### src/lc3b_pkg.sv
`default_nettype none

package lc3b_pkg;

    typedef logic [15:0] lc3b_word;      // data or address word
    typedef logic [2:0]  lc3b_reg;       // register index
    typedef logic [2:0]  lc3b_nzp;       // n, z, p from msb down
    typedef logic [4:0]  lc3b_imm5;
    typedef logic [5:0]  lc3b_offset6;   // ldr/str word offset
    typedef logic [8:0]  lc3b_offset9;   // br/lea word offset

    typedef enum logic [3:0]
    {
        op_br  = 4'b0000,
        op_add = 4'b0001,
        op_and = 4'b0101,
        op_ldr = 4'b0110,
        op_str = 4'b0111,
        op_not = 4'b1001,
        op_lea = 4'b1110
    } lc3b_opcode;

    typedef enum logic [1:0]
    {
        alu_add,
        alu_and,
        alu_not,
        alu_pass
    } lc3b_aluop;

    // writeback source in the result stage
    typedef enum logic [1:0]
    {
        wb_alu,
        wb_mem,
        wb_addr
    } lc3b_wbsel;

    typedef enum logic [1:0]
    {
        m_idle,
        m_req,      // req high, waiting for ack
        m_release   // req low, waiting for ack to drop
    } mem_state_t;

    localparam lc3b_word reset_pc  = 16'h0000;
    localparam lc3b_word nop_instr = 16'h0000;   // br with empty nzp mask

endpackage

`default_nettype wire

### src/lc3b_core.sv
`timescale 1ns/1ps
`default_nettype none

module lc3b_core
(
    input  wire                     clk,
    input  wire                     arst_n,
    output logic                    imem_req,
    output lc3b_pkg::lc3b_word      imem_addr,
    input  wire                     imem_ack,
    input  wire lc3b_pkg::lc3b_word imem_rdata,
    output logic                    dmem_req,
    output logic                    dmem_we,
    output lc3b_pkg::lc3b_word      dmem_addr,
    output lc3b_pkg::lc3b_word      dmem_wdata,
    input  wire                     dmem_ack,
    input  wire lc3b_pkg::lc3b_word dmem_rdata
);

    logic                 step;
    logic                 flush;
    logic                 fetch_done;
    logic                 mem_done;
    logic                 branch_taken;
    lc3b_pkg::lc3b_word   branch_target;
    lc3b_pkg::lc3b_word   instr;
    lc3b_pkg::lc3b_word   fetch_pc;
    lc3b_pkg::lc3b_reg    src_a;
    lc3b_pkg::lc3b_reg    src_b;
    lc3b_pkg::lc3b_word   reg_a;
    lc3b_pkg::lc3b_word   reg_b;
    lc3b_pkg::lc3b_opcode d_opcode;
    lc3b_pkg::lc3b_aluop  d_aluop;
    lc3b_pkg::lc3b_wbsel  d_wbsel;
    logic                 d_reg_we;
    logic                 d_mem_rd;
    logic                 d_mem_wr;
    logic                 d_imm_en;
    lc3b_pkg::lc3b_nzp    d_nzp;
    lc3b_pkg::lc3b_reg    d_dest;
    lc3b_pkg::lc3b_word   d_op_a;
    lc3b_pkg::lc3b_word   d_op_b;
    lc3b_pkg::lc3b_word   d_pc;
    lc3b_pkg::lc3b_word   d_ir;
    lc3b_pkg::lc3b_word   e_alu;
    lc3b_pkg::lc3b_word   e_addr;
    lc3b_pkg::lc3b_word   e_store;
    lc3b_pkg::lc3b_reg    e_dest;
    lc3b_pkg::lc3b_wbsel  e_wbsel;
    logic                 e_reg_we;
    logic                 e_mem_rd;
    logic                 e_mem_wr;
    lc3b_pkg::lc3b_nzp    e_nzp;
    logic                 e_is_br;
    logic                 rf_we;
    lc3b_pkg::lc3b_reg    rf_dest;
    lc3b_pkg::lc3b_word   rf_wdata;

    // every stage register moves together once both ports are idle
    assign step  = fetch_done & mem_done;
    assign flush = branch_taken;

    lc3b_fetch i_fetch (.*);

    lc3b_regfile i_regfile
    (
        .clk    (clk),
        .arst_n (arst_n),
        .src_a  (src_a),
        .src_b  (src_b),
        .reg_a  (reg_a),
        .reg_b  (reg_b),
        .we     (rf_we),
        .dest   (rf_dest),
        .wdata  (rf_wdata)
    );

    lc3b_decode i_decode (.*);

    lc3b_execute i_execute (.*);

    lc3b_result i_result (.*);

endmodule

`default_nettype wire

### src/lc3b_decode.sv
`timescale 1ns/1ps
`default_nettype none

module lc3b_decode
(
    input  wire                     clk,
    input  wire                     arst_n,
    input  wire                     step,
    input  wire                     flush,
    input  wire lc3b_pkg::lc3b_word instr,
    input  wire lc3b_pkg::lc3b_word fetch_pc,
    output lc3b_pkg::lc3b_reg       src_a,
    output lc3b_pkg::lc3b_reg       src_b,
    input  wire lc3b_pkg::lc3b_word reg_a,
    input  wire lc3b_pkg::lc3b_word reg_b,
    output lc3b_pkg::lc3b_opcode    d_opcode,
    output lc3b_pkg::lc3b_aluop     d_aluop,
    output lc3b_pkg::lc3b_wbsel     d_wbsel,
    output logic                    d_reg_we,
    output logic                    d_mem_rd,
    output logic                    d_mem_wr,
    output logic                    d_imm_en,
    output lc3b_pkg::lc3b_nzp       d_nzp,
    output lc3b_pkg::lc3b_reg       d_dest,
    output lc3b_pkg::lc3b_word      d_op_a,
    output lc3b_pkg::lc3b_word      d_op_b,
    output lc3b_pkg::lc3b_word      d_pc,
    output lc3b_pkg::lc3b_word      d_ir
);

    lc3b_pkg::lc3b_word   ir;
    lc3b_pkg::lc3b_word   ir_pc;
    lc3b_pkg::lc3b_opcode opcode;
    lc3b_pkg::lc3b_aluop  aluop;
    lc3b_pkg::lc3b_wbsel  wbsel;
    logic                 reg_we;
    logic                 mem_rd;
    logic                 mem_wr;
    logic                 imm_en;
    lc3b_pkg::lc3b_nzp    nzp;

    // a taken branch replaces the wrong-path word with a nop
    always_ff @(posedge clk or negedge arst_n)
    begin
        if (!arst_n)
            ir <= lc3b_pkg::nop_instr;
        else if (step)
            ir <= flush ? lc3b_pkg::nop_instr : instr;
    end

    always_ff @(posedge clk)
    begin
        if (step)
            ir_pc <= fetch_pc;
    end

    always_comb
    begin
        opcode = lc3b_pkg::op_br;                 // unknown opcodes become nops
        aluop  = lc3b_pkg::alu_pass;
        wbsel  = lc3b_pkg::wb_alu;
        reg_we = 1'b0;
        mem_rd = 1'b0;
        mem_wr = 1'b0;
        imm_en = 1'b0;
        nzp    = '0;
        case (lc3b_pkg::lc3b_opcode'(ir[15:12]))
            lc3b_pkg::op_add:
            begin
                opcode = lc3b_pkg::op_add;
                aluop  = lc3b_pkg::alu_add;
                reg_we = 1'b1;
                imm_en = ir[5];
            end
            lc3b_pkg::op_and:
            begin
                opcode = lc3b_pkg::op_and;
                aluop  = lc3b_pkg::alu_and;
                reg_we = 1'b1;
                imm_en = ir[5];
            end
            lc3b_pkg::op_not:
            begin
                opcode = lc3b_pkg::op_not;
                aluop  = lc3b_pkg::alu_not;
                reg_we = 1'b1;
            end
            lc3b_pkg::op_ldr:
            begin
                opcode = lc3b_pkg::op_ldr;
                wbsel  = lc3b_pkg::wb_mem;
                reg_we = 1'b1;
                mem_rd = 1'b1;
            end
            lc3b_pkg::op_str:
            begin
                opcode = lc3b_pkg::op_str;
                mem_wr = 1'b1;
            end
            lc3b_pkg::op_lea:
            begin
                opcode = lc3b_pkg::op_lea;
                wbsel  = lc3b_pkg::wb_addr;
                reg_we = 1'b1;
            end
            lc3b_pkg::op_br:
                nzp = ir[11:9];
            default:
                nzp = '0;
        endcase
    end

    assign src_a = ir[8:6];                                       // sr1 or base
    assign src_b = (ir[15:12] == lc3b_pkg::op_str) ? ir[11:9] : ir[2:0];  // store mux

    always_ff @(posedge clk or negedge arst_n)
    begin
        if (!arst_n)
        begin
            d_opcode <= lc3b_pkg::op_br;
            d_aluop  <= lc3b_pkg::alu_pass;
            d_wbsel  <= lc3b_pkg::wb_alu;
            d_reg_we <= 1'b0;
            d_mem_rd <= 1'b0;
            d_mem_wr <= 1'b0;
            d_imm_en <= 1'b0;
            d_nzp    <= '0;
        end
        else if (step)
        begin
            if (flush)
            begin
                d_opcode <= lc3b_pkg::op_br;
                d_aluop  <= lc3b_pkg::alu_pass;
                d_wbsel  <= lc3b_pkg::wb_alu;
            end
            else
            begin
                d_opcode <= opcode;
                d_aluop  <= aluop;
                d_wbsel  <= wbsel;
            end
            d_reg_we <= reg_we & ~flush;
            d_mem_rd <= mem_rd & ~flush;
            d_mem_wr <= mem_wr & ~flush;
            d_imm_en <= imm_en & ~flush;
            d_nzp    <= flush ? 3'b000 : nzp;
        end
    end

    always_ff @(posedge clk)
    begin
        if (step)
        begin
            d_dest <= ir[11:9];
            d_op_a <= reg_a;
            d_op_b <= reg_b;
            d_pc   <= ir_pc;
            d_ir   <= ir;
        end
    end

endmodule

`default_nettype wire

### src/lc3b_execute.sv
`timescale 1ns/1ps
`default_nettype none

module lc3b_execute
(
    input  wire                       clk,
    input  wire                       arst_n,
    input  wire                       step,
    input  wire                       flush,
    input  wire lc3b_pkg::lc3b_opcode d_opcode,
    input  wire lc3b_pkg::lc3b_aluop  d_aluop,
    input  wire lc3b_pkg::lc3b_wbsel  d_wbsel,
    input  wire                       d_reg_we,
    input  wire                       d_mem_rd,
    input  wire                       d_mem_wr,
    input  wire                       d_imm_en,
    input  wire lc3b_pkg::lc3b_nzp    d_nzp,
    input  wire lc3b_pkg::lc3b_reg    d_dest,
    input  wire lc3b_pkg::lc3b_word   d_op_a,
    input  wire lc3b_pkg::lc3b_word   d_op_b,
    input  wire lc3b_pkg::lc3b_word   d_pc,
    input  wire lc3b_pkg::lc3b_word   d_ir,
    output lc3b_pkg::lc3b_word        e_alu,
    output lc3b_pkg::lc3b_word        e_addr,
    output lc3b_pkg::lc3b_word        e_store,
    output lc3b_pkg::lc3b_reg         e_dest,
    output lc3b_pkg::lc3b_wbsel       e_wbsel,
    output logic                      e_reg_we,
    output logic                      e_mem_rd,
    output logic                      e_mem_wr,
    output lc3b_pkg::lc3b_nzp         e_nzp,
    output logic                      e_is_br
);

    lc3b_pkg::lc3b_imm5    imm5;
    lc3b_pkg::lc3b_offset6 offset6;
    lc3b_pkg::lc3b_offset9 offset9;
    lc3b_pkg::lc3b_word    sext5;
    lc3b_pkg::lc3b_word    adj6;
    lc3b_pkg::lc3b_word    adj9;
    lc3b_pkg::lc3b_word    alu_b;
    lc3b_pkg::lc3b_word    alu_out;
    lc3b_pkg::lc3b_word    addr_out;
    logic                  use_base;

    assign imm5    = d_ir[4:0];
    assign offset6 = d_ir[5:0];
    assign offset9 = d_ir[8:0];

    assign sext5 = {{11{imm5[4]}}, imm5};
    assign adj6  = {{9{offset6[5]}}, offset6, 1'b0};   // word offset to bytes
    assign adj9  = {{6{offset9[8]}}, offset9, 1'b0};

    assign alu_b = d_imm_en ? sext5 : d_op_b;

    always_comb
    begin
        case (d_aluop)
            lc3b_pkg::alu_add: alu_out = d_op_a + alu_b;
            lc3b_pkg::alu_and: alu_out = d_op_a & alu_b;
            lc3b_pkg::alu_not: alu_out = ~d_op_a;
            default:           alu_out = d_op_a;
        endcase
    end

    // ldr/str add to the base register, br/lea to the pc
    assign use_base = (d_opcode == lc3b_pkg::op_ldr) || (d_opcode == lc3b_pkg::op_str);
    assign addr_out = use_base ? d_op_a + adj6 : d_pc + adj9;

    always_ff @(posedge clk or negedge arst_n)
    begin
        if (!arst_n)
        begin
            e_wbsel  <= lc3b_pkg::wb_alu;
            e_reg_we <= 1'b0;
            e_mem_rd <= 1'b0;
            e_mem_wr <= 1'b0;
            e_nzp    <= '0;
            e_is_br  <= 1'b0;
        end
        else if (step)
        begin
            e_wbsel  <= flush ? lc3b_pkg::wb_alu : d_wbsel;
            e_reg_we <= d_reg_we & ~flush;
            e_mem_rd <= d_mem_rd & ~flush;
            e_mem_wr <= d_mem_wr & ~flush;
            e_nzp    <= flush ? 3'b000 : d_nzp;
            e_is_br  <= (d_opcode == lc3b_pkg::op_br) & ~flush;
        end
    end

    always_ff @(posedge clk)
    begin
        if (step)
        begin
            e_alu   <= alu_out;
            e_addr  <= addr_out;
            e_store <= d_op_b;   // register picked by the store mux in decode
            e_dest  <= d_dest;
        end
    end

    a_mem_rd_wr_excl: assert property (@(posedge clk) disable iff (!arst_n)
        !(d_mem_rd && d_mem_wr));

endmodule

`default_nettype wire

### src/lc3b_fetch.sv
`timescale 1ns/1ps
`default_nettype none

module lc3b_fetch
(
    input  wire                     clk,
    input  wire                     arst_n,
    input  wire                     step,
    input  wire                     branch_taken,
    input  wire lc3b_pkg::lc3b_word branch_target,
    output logic                    imem_req,
    output lc3b_pkg::lc3b_word      imem_addr,
    input  wire                     imem_ack,
    input  wire lc3b_pkg::lc3b_word imem_rdata,
    output lc3b_pkg::lc3b_word      instr,
    output lc3b_pkg::lc3b_word      fetch_pc,
    output logic                    fetch_done
);

    typedef enum logic [1:0]
    {
        f_idle,
        f_req,
        f_release,
        f_done
    } fetch_state_t;

    fetch_state_t       state;
    lc3b_pkg::lc3b_word pc;

    always_ff @(posedge clk or negedge arst_n)
    begin
        if (!arst_n)
        begin
            state <= f_idle;
            pc    <= lc3b_pkg::reset_pc;
        end
        else
        begin
            case (state)
                f_idle:
                    state <= f_req;
                f_req:
                    if (imem_ack)
                        state <= f_release;
                f_release:
                    if (!imem_ack)
                        state <= f_done;
                default:
                    if (step)
                        state <= f_req;          // next slot starts at the new pc
            endcase

            if (step)
                pc <= branch_taken ? branch_target : fetch_pc;
        end
    end

    // holds the fetched word until decode takes it on step
    always_ff @(posedge clk)
    begin
        if (state == f_req && imem_ack)
            instr <= imem_rdata;
    end

    assign imem_req   = (state == f_req);
    assign imem_addr  = pc;
    assign fetch_pc   = pc + 16'd2;
    assign fetch_done = (state == f_done);

    a_imem_addr_stable: assert property (@(posedge clk) disable iff (!arst_n)
        imem_req |=> $stable(imem_addr));

endmodule

`default_nettype wire

### src/lc3b_regfile.sv
`timescale 1ns/1ps
`default_nettype none

module lc3b_regfile
(
    input  wire                     clk,
    input  wire                     arst_n,
    input  wire lc3b_pkg::lc3b_reg  src_a,
    input  wire lc3b_pkg::lc3b_reg  src_b,
    output lc3b_pkg::lc3b_word      reg_a,
    output lc3b_pkg::lc3b_word      reg_b,
    input  wire                     we,
    input  wire lc3b_pkg::lc3b_reg  dest,
    input  wire lc3b_pkg::lc3b_word wdata
);

    lc3b_pkg::lc3b_word regs [8];

    always_ff @(posedge clk or negedge arst_n)
    begin
        if (!arst_n)
        begin
            for (int i = 0; i < 8; i++)
                regs[i] <= '0;
        end
        else if (we)
        begin
            regs[dest] <= wdata;
        end
    end

    // no bypass, software spaces dependent reads
    assign reg_a = regs[src_a];
    assign reg_b = regs[src_b];

endmodule

`default_nettype wire

### src/lc3b_result.sv
`timescale 1ns/1ps
`default_nettype none

module lc3b_result
(
    input  wire                     clk,
    input  wire                     arst_n,
    input  wire                     step,
    input  wire lc3b_pkg::lc3b_word e_alu,
    input  wire lc3b_pkg::lc3b_word e_addr,
    input  wire lc3b_pkg::lc3b_word e_store,
    input  wire lc3b_pkg::lc3b_reg  e_dest,
    input  wire lc3b_pkg::lc3b_wbsel e_wbsel,
    input  wire                     e_reg_we,
    input  wire                     e_mem_rd,
    input  wire                     e_mem_wr,
    input  wire lc3b_pkg::lc3b_nzp  e_nzp,
    input  wire                     e_is_br,
    output logic                    dmem_req,
    output logic                    dmem_we,
    output lc3b_pkg::lc3b_word      dmem_addr,
    output lc3b_pkg::lc3b_word      dmem_wdata,
    input  wire                     dmem_ack,
    input  wire lc3b_pkg::lc3b_word dmem_rdata,
    output logic                    mem_done,
    output logic                    rf_we,
    output lc3b_pkg::lc3b_reg       rf_dest,
    output lc3b_pkg::lc3b_word      rf_wdata,
    output logic                    branch_taken,
    output lc3b_pkg::lc3b_word      branch_target
);

    lc3b_pkg::mem_state_t state;
    logic                 mem_op;
    logic                 served;     // handshake finished in this slot
    lc3b_pkg::lc3b_word   mdr;
    lc3b_pkg::lc3b_nzp    cc;
    lc3b_pkg::lc3b_nzp    gencc;

    assign mem_op = e_mem_rd | e_mem_wr;

    always_ff @(posedge clk or negedge arst_n)
    begin
        if (!arst_n)
        begin
            state  <= lc3b_pkg::m_idle;
            served <= 1'b0;
        end
        else
        begin
            case (state)
                lc3b_pkg::m_idle:
                    if (mem_op && !served)
                        state <= lc3b_pkg::m_req;
                lc3b_pkg::m_req:
                    if (dmem_ack)
                        state <= lc3b_pkg::m_release;
                default:
                    if (!dmem_ack)
                        state <= lc3b_pkg::m_idle;
            endcase

            if (step)
                served <= 1'b0;
            else if (state == lc3b_pkg::m_release && !dmem_ack)
                served <= 1'b1;
        end
    end

    always_ff @(posedge clk)
    begin
        if (state == lc3b_pkg::m_req && dmem_ack && e_mem_rd)
            mdr <= dmem_rdata;
    end

    assign dmem_req   = (state == lc3b_pkg::m_req);
    assign dmem_we    = e_mem_wr;
    assign dmem_addr  = e_addr;
    assign dmem_wdata = e_store;
    assign mem_done   = served | ~mem_op;

    always_comb
    begin
        case (e_wbsel)
            lc3b_pkg::wb_mem:  rf_wdata = mdr;
            lc3b_pkg::wb_addr: rf_wdata = e_addr;
            default:           rf_wdata = e_alu;
        endcase
    end

    assign rf_we   = e_reg_we & step;   // write lands on the closing edge of the slot
    assign rf_dest = e_dest;

    assign gencc = rf_wdata[15] ? 3'b100 : (rf_wdata == 16'h0000) ? 3'b010 : 3'b001;

    always_ff @(posedge clk or negedge arst_n)
    begin
        if (!arst_n)
            cc <= 3'b010;
        else if (rf_we)
            cc <= gencc;
    end

    assign branch_taken  = e_is_br & |(e_nzp & cc);
    assign branch_target = e_addr;

    a_dmem_req_after_ack: assert property (@(posedge clk) disable iff (!arst_n)
        $rose(dmem_req) |-> !dmem_ack);

endmodule

`default_nettype wire

### config.mk
export PLATFORM = sky130hd
export DESIGN_NAME = lc3b_core
export DESIGN_NICKNAME = d
export VERILOG_FILES = /design/src/lc3b_pkg.sv /design/src/lc3b_core.sv /design/src/lc3b_decode.sv /design/src/lc3b_execute.sv /design/src/lc3b_fetch.sv /design/src/lc3b_regfile.sv /design/src/lc3b_result.sv
export SDC_FILE = /design/constraint.sdc
export NUM_CORES = 1
export LEC_CHECK = 0
export BUFFER_PORTS_ARGS = -buffer_cell sky130_fd_sc_hd__buf_2
export CAP_MARGIN = 20
export CELL_PAD_IN_SITES_DETAIL_PLACEMENT = 0
export CELL_PAD_IN_SITES_GLOBAL_PLACEMENT = 1
export CORE_MARGIN = 1
export CORE_UTILIZATION = 40
export CTS_BUF_LIST = sky130_fd_sc_hd__clkbuf_2
export DETAILED_ROUTE_END_ITERATION = 8
export HOLD_SLACK_MARGIN = 0.06
export PLACE_DENSITY = 0.72
export SLEW_MARGIN = 25
export SYNTH_ARGS = -nofsm -noshare
export SYNTH_HDL_FRONTEND = slang
export SYNTH_SLANG_ARGS = --single-unit
### constraint.sdc
create_clock -name clk -period 5.1 [get_ports clk]
set_input_delay 0.765 -clock clk [delete_from_list [all_inputs] [get_ports clk]]
set_output_delay 0.765 -clock clk [all_outputs]
set_load 0.005 [all_outputs]
==> run summary <==
• completed — status
• 12100 — via count of the first global-routing pass
• 35.6% — worst rel slew slack
• 43800 sq um — die outline area
• 0 — number of endpoints with negative hold slack in the final report
• clkbuf_2 — CTS root buf
• 4.10 ns — Critical Path AT
• compound AO/OA/AOI/OAI gates — combinational family with the most area after synthesis
• 0 — max cap viols
• 3901 — final-layout fill cell count
• 209 microns — die width
• 0 — Antenna Nets Post-Route
• flop — startpoint kind of the worst setup timing path
• 3 — number of H-tree branching levels
• 1440 — gate count of the mapped netlist
• 1999 — cell count after placement
• 0.304 mV — Peak VDD IR
• 1.75 ns — pre-CTS setup slack
• 0 — Gates resized, CTS repair
• 0.287 ns — worst slack on hold paths
• 0 — residual DRC count
• 18100 sq um — instance area at placement
• 86 — input/output buffers
• 1027 — number of violations reported at the end of detailed-routing iteration 0
• 17200 sq um — post-synthesis instance area
• 55.4% — sequential-to-total area share from yosys stat
• in -> async — min-delay worst type
• 20.9 microns — wire per inst
• done — TritonCTS clock tree
• 1.05 ns — clock latency on the worst-skew pair
• 64.4% — period utilization
• 12.5% — area growth from synthesis to layout
• 46000 microns — total length of routed wires
• 7 — drt first pass iters
• 21.4% — overall track demand over capacity in global routing
• 1 — antenna violations before repair
• 1.82 ns — setup slack of the most critical reg-to-reg path
• 1531 — nets in the synthesized netlist
• 42100 sq um — placeable core region
• 12200 — vias
• 13.9% — Synth Area in Compound Gates
• 87 — number of ports placed on the die boundary
• 5.92 ns — required time of the worst setup path
• i_decode.d_imm_en$_DFFE_PN0P_ — startpoint of the lowest-slack register-to-register path
• 748 nW/um^2 — Power per Cell Area
• dfrtp_1 — flip-flop cell with the highest count after synthesis
• 2205 — number of standard cells in the final layout excluding fillers
• 19300 sq um — post-route cell area
• 75 — FP Rows
• 12.5% — fraction of synthesized area in multiplexers
• 9530 sq um — Seq. cell area
• 7220 sq um — combined area of the multi-input logic cells
• 18 — Worst Path Max Fanout
• 0.118 ns — post-route clock skew
• 0.12 ns — clock transition at the register clock pins on the worst setup and hold paths after CTS
• 0 — number of max-slew violations in the final report
• 0 — grt total ovfl
• 0 ns — total negative setup slack
• 3.28 ns — minimum period implied by the final worst setup slack
• 11.9 sq um — synthesized area per cell
• 1680 — fin nets
• 0 — Final setup violation count
• 8.75% — share of synthesized cell area in and, or, nand and nor gates
• 23.4% — fraction of final layout cells with drive strength greater than 1
• 349 — register bit total from synthesis
• reg -> reg — start-to-end type of the worst setup path
• 91 — Num CTS Buffers
• no — RSZ-0062 raised after global routing
• 1.82 ns — min setup slack post-route
• 66 — number of different library cells in the post-synthesis netlist
• 30000 microns — placed wire-length estimate after detailed placement
• 2.39% — XOR/XNOR share of the synthesized area
• 8.11 nW — leak pwr
• 71000 microns — wire length of the first global-routing pass
• 126 — pin count of the biggest net entering global routing
• 0.855 — Routability Congestion
• 10 — worst r2r path cells
• 4.13% — Synth Area in Adders
• 304 MHz — Achievable Freq
• 349 — Sinks on Clock Net
• 0.946 ns — transition time at the pin with the least slew margin
• 40.8% — initial core utilization
• i_execute.e_alu[14]$_DFFE_PP_ — Crit Reg-Reg Endpoint
• 0 — Synth Warn #
• 159 — EDFF count, synth
• 209 microns — die height
• 5.54 — ratio of routed vias to standard cells
• 54.4% — fraction of synthesis flops using an asynchronous set or reset pin
• flop — kind of end point of the critical path
• 3 — maximum root-to-sink buffer count
[layer usage]
metal  vias to the layer above  part of all wire, %  track usage, %
li1                       5684                    -               -
met1                      6035                   43            27.9
met2                       426                   47            34.8
met3                        78                  6.5            4.52
met4                         0                  2.8            8.82
met5                         -                    0               0
[flip-flops by register name (all words and copies together), names as in the netlist, 4 cells and up]
name               flops
i_regfile.regs       128
i_decode.d_op_a       16
i_decode.d_op_b       16
i_decode.d_pc         16
i_decode.ir           16
i_decode.ir_pc        16
i_execute.e_addr      16
i_execute.e_alu       16
i_execute.e_store     16
i_fetch.imem_addr     16
i_fetch.instr         16
i_result.mdr          16
i_decode.d_ir          9
i_decode.d_opcode      4
[cell type report]
type	count	area share [%]
Sequential cell	349	49.3
Multi-Input combinational cell	973	37.3
Timing Repair Buffer	138	4.85
Clock buffer	140	3.62
Tap cell	539	3.49
Inverter	36	0.724
Clock inverter	29	0.673
Antenna cell	1	0.0129
[report_power, final]
group | total [mW] | internal (mW) | switching, mW | leakage [nW]
Clock | 1.94 | 0.736 | 1.20 | 0.641
Sequential | 5.80 | 4.58 | 1.22 | 4.05
Combinational | 6.74 | 2.87 | 3.87 | 3.42
Total | 14.5 | 8.18 | 6.30 | 8.11
[stage by stage]
stage / total power, mW / util [%]
floorplan: 10.4 / -
global placement: 12.4 / 43.0
detailed placement: 12.5 / 43.0
CTS: 14.6 / 45.8
global route: 15.5 / 45.9
finish: 14.5 / 45.9
[timing repair]
| action | 4_1_cts | 5_1_grt |
|---|---|---|
| buffers inserted | 0 | 0 |
| hold buffers | 35 | 0 |
| hold endpoints to repair | 156 | 0 |
[Yosys cell counts, types with 5 or more instances]
library cell | n | share of area (%)
nand2_1 | 203 | 4.4
dfrtp_1 | 187 | 27
edfxtp_1 | 159 | 28
o21ai_0 | 158 | 4.6
mux4_2 | 64 | 8.4
nor2_1 | 61 | 1.3
a21oi_1 | 58 | 1.7
clkbuf_1 | 57 | 1.2
ha_1 | 52 | 3.8
o21ai_1 | 52 | 1.5
mux2_2 | 41 | 2.7
inv_1 | 35 | 0.76
xnor2_1 | 29 | 1.5
a22o_1 | 25 | 1.3
mux2i_1 | 22 | 1.3
nand3_1 | 21 | 0.61
xor2_1 | 18 | 0.92
buf_2 | 15 | 0.44
a22oi_1 | 13 | 0.57
o21a_1 | 13 | 0.57
nand2b_1 | 12 | 0.44
a211oi_1 | 10 | 0.44
a21o_1 | 9 | 0.39
nor2b_1 | 9 | 0.33
and3_1 | 8 | 0.29
nor3_1 | 8 | 0.23
a31oi_1 | 7 | 0.25
nand4_1 | 7 | 0.25
o21bai_1 | 7 | 0.31
a21oi_2 | 6 | 0.31
a22oi_2 | 5 | 0.36
[critical path: stages, from the launching register on]
cell and delay, ns:
dfrtp_1 0.70, mux2_2 0.40, ha_1 0.23, fa_1 0.43, a21oi_1 0.23, nor2_1 0.14
nor3_1 0.30, nor2_1 0.14, a221oi_1 0.32, xor2_1 0.18, o21ai_1 0.07
[placed cells by master, fill, tap and decap left out, types with 51 or more instances in the layout]
cell,n
edfxtp_1,159
ha_1,51
o21ai_1,52
nand2_1,202
o21ai_0,158
nor2_1,60
clkbuf_2,140
dfrtp_1,186
mux4_2,64
buf_2,85
a21oi_1,58
[kinds of logic after synthesis]
family | count (synthesis)
compound gates | 396
xor+xnor | 47
fa+ha+maj | 55
buf+inv | 118
flops | 349
mux | 128
simple gates | 347
[how the worst max path moves through the flow]
stage	from	to	slack [ns]
2_1_floorplan	i_execute.e_wbsel[0]$_DFFE_PN0P_	i_decode.d_dest[0]$_DFFE_PP_	0.1
3_3_place_gp	i_execute.e_wbsel[0]$_DFFE_PN0P_	i_result.cc[0]$_DFFE_PN0P_	1.73
3_5_place_dp	i_decode.d_imm_en$_DFFE_PN0P_	i_execute.e_alu[14]$_DFFE_PP_	1.75
4_1_cts	i_decode.d_imm_en$_DFFE_PN0P_	i_execute.e_alu[14]$_DFFE_PP_	1.84
5_1_grt	i_decode.d_imm_en$_DFFE_PN0P_	i_execute.e_alu[14]$_DFFE_PP_	1.57
6_report	i_decode.d_imm_en$_DFFE_PN0P_	i_execute.e_alu[14]$_DFFE_PP_	1.82
No activity file was read; power rests on OpenSTA's default activity.
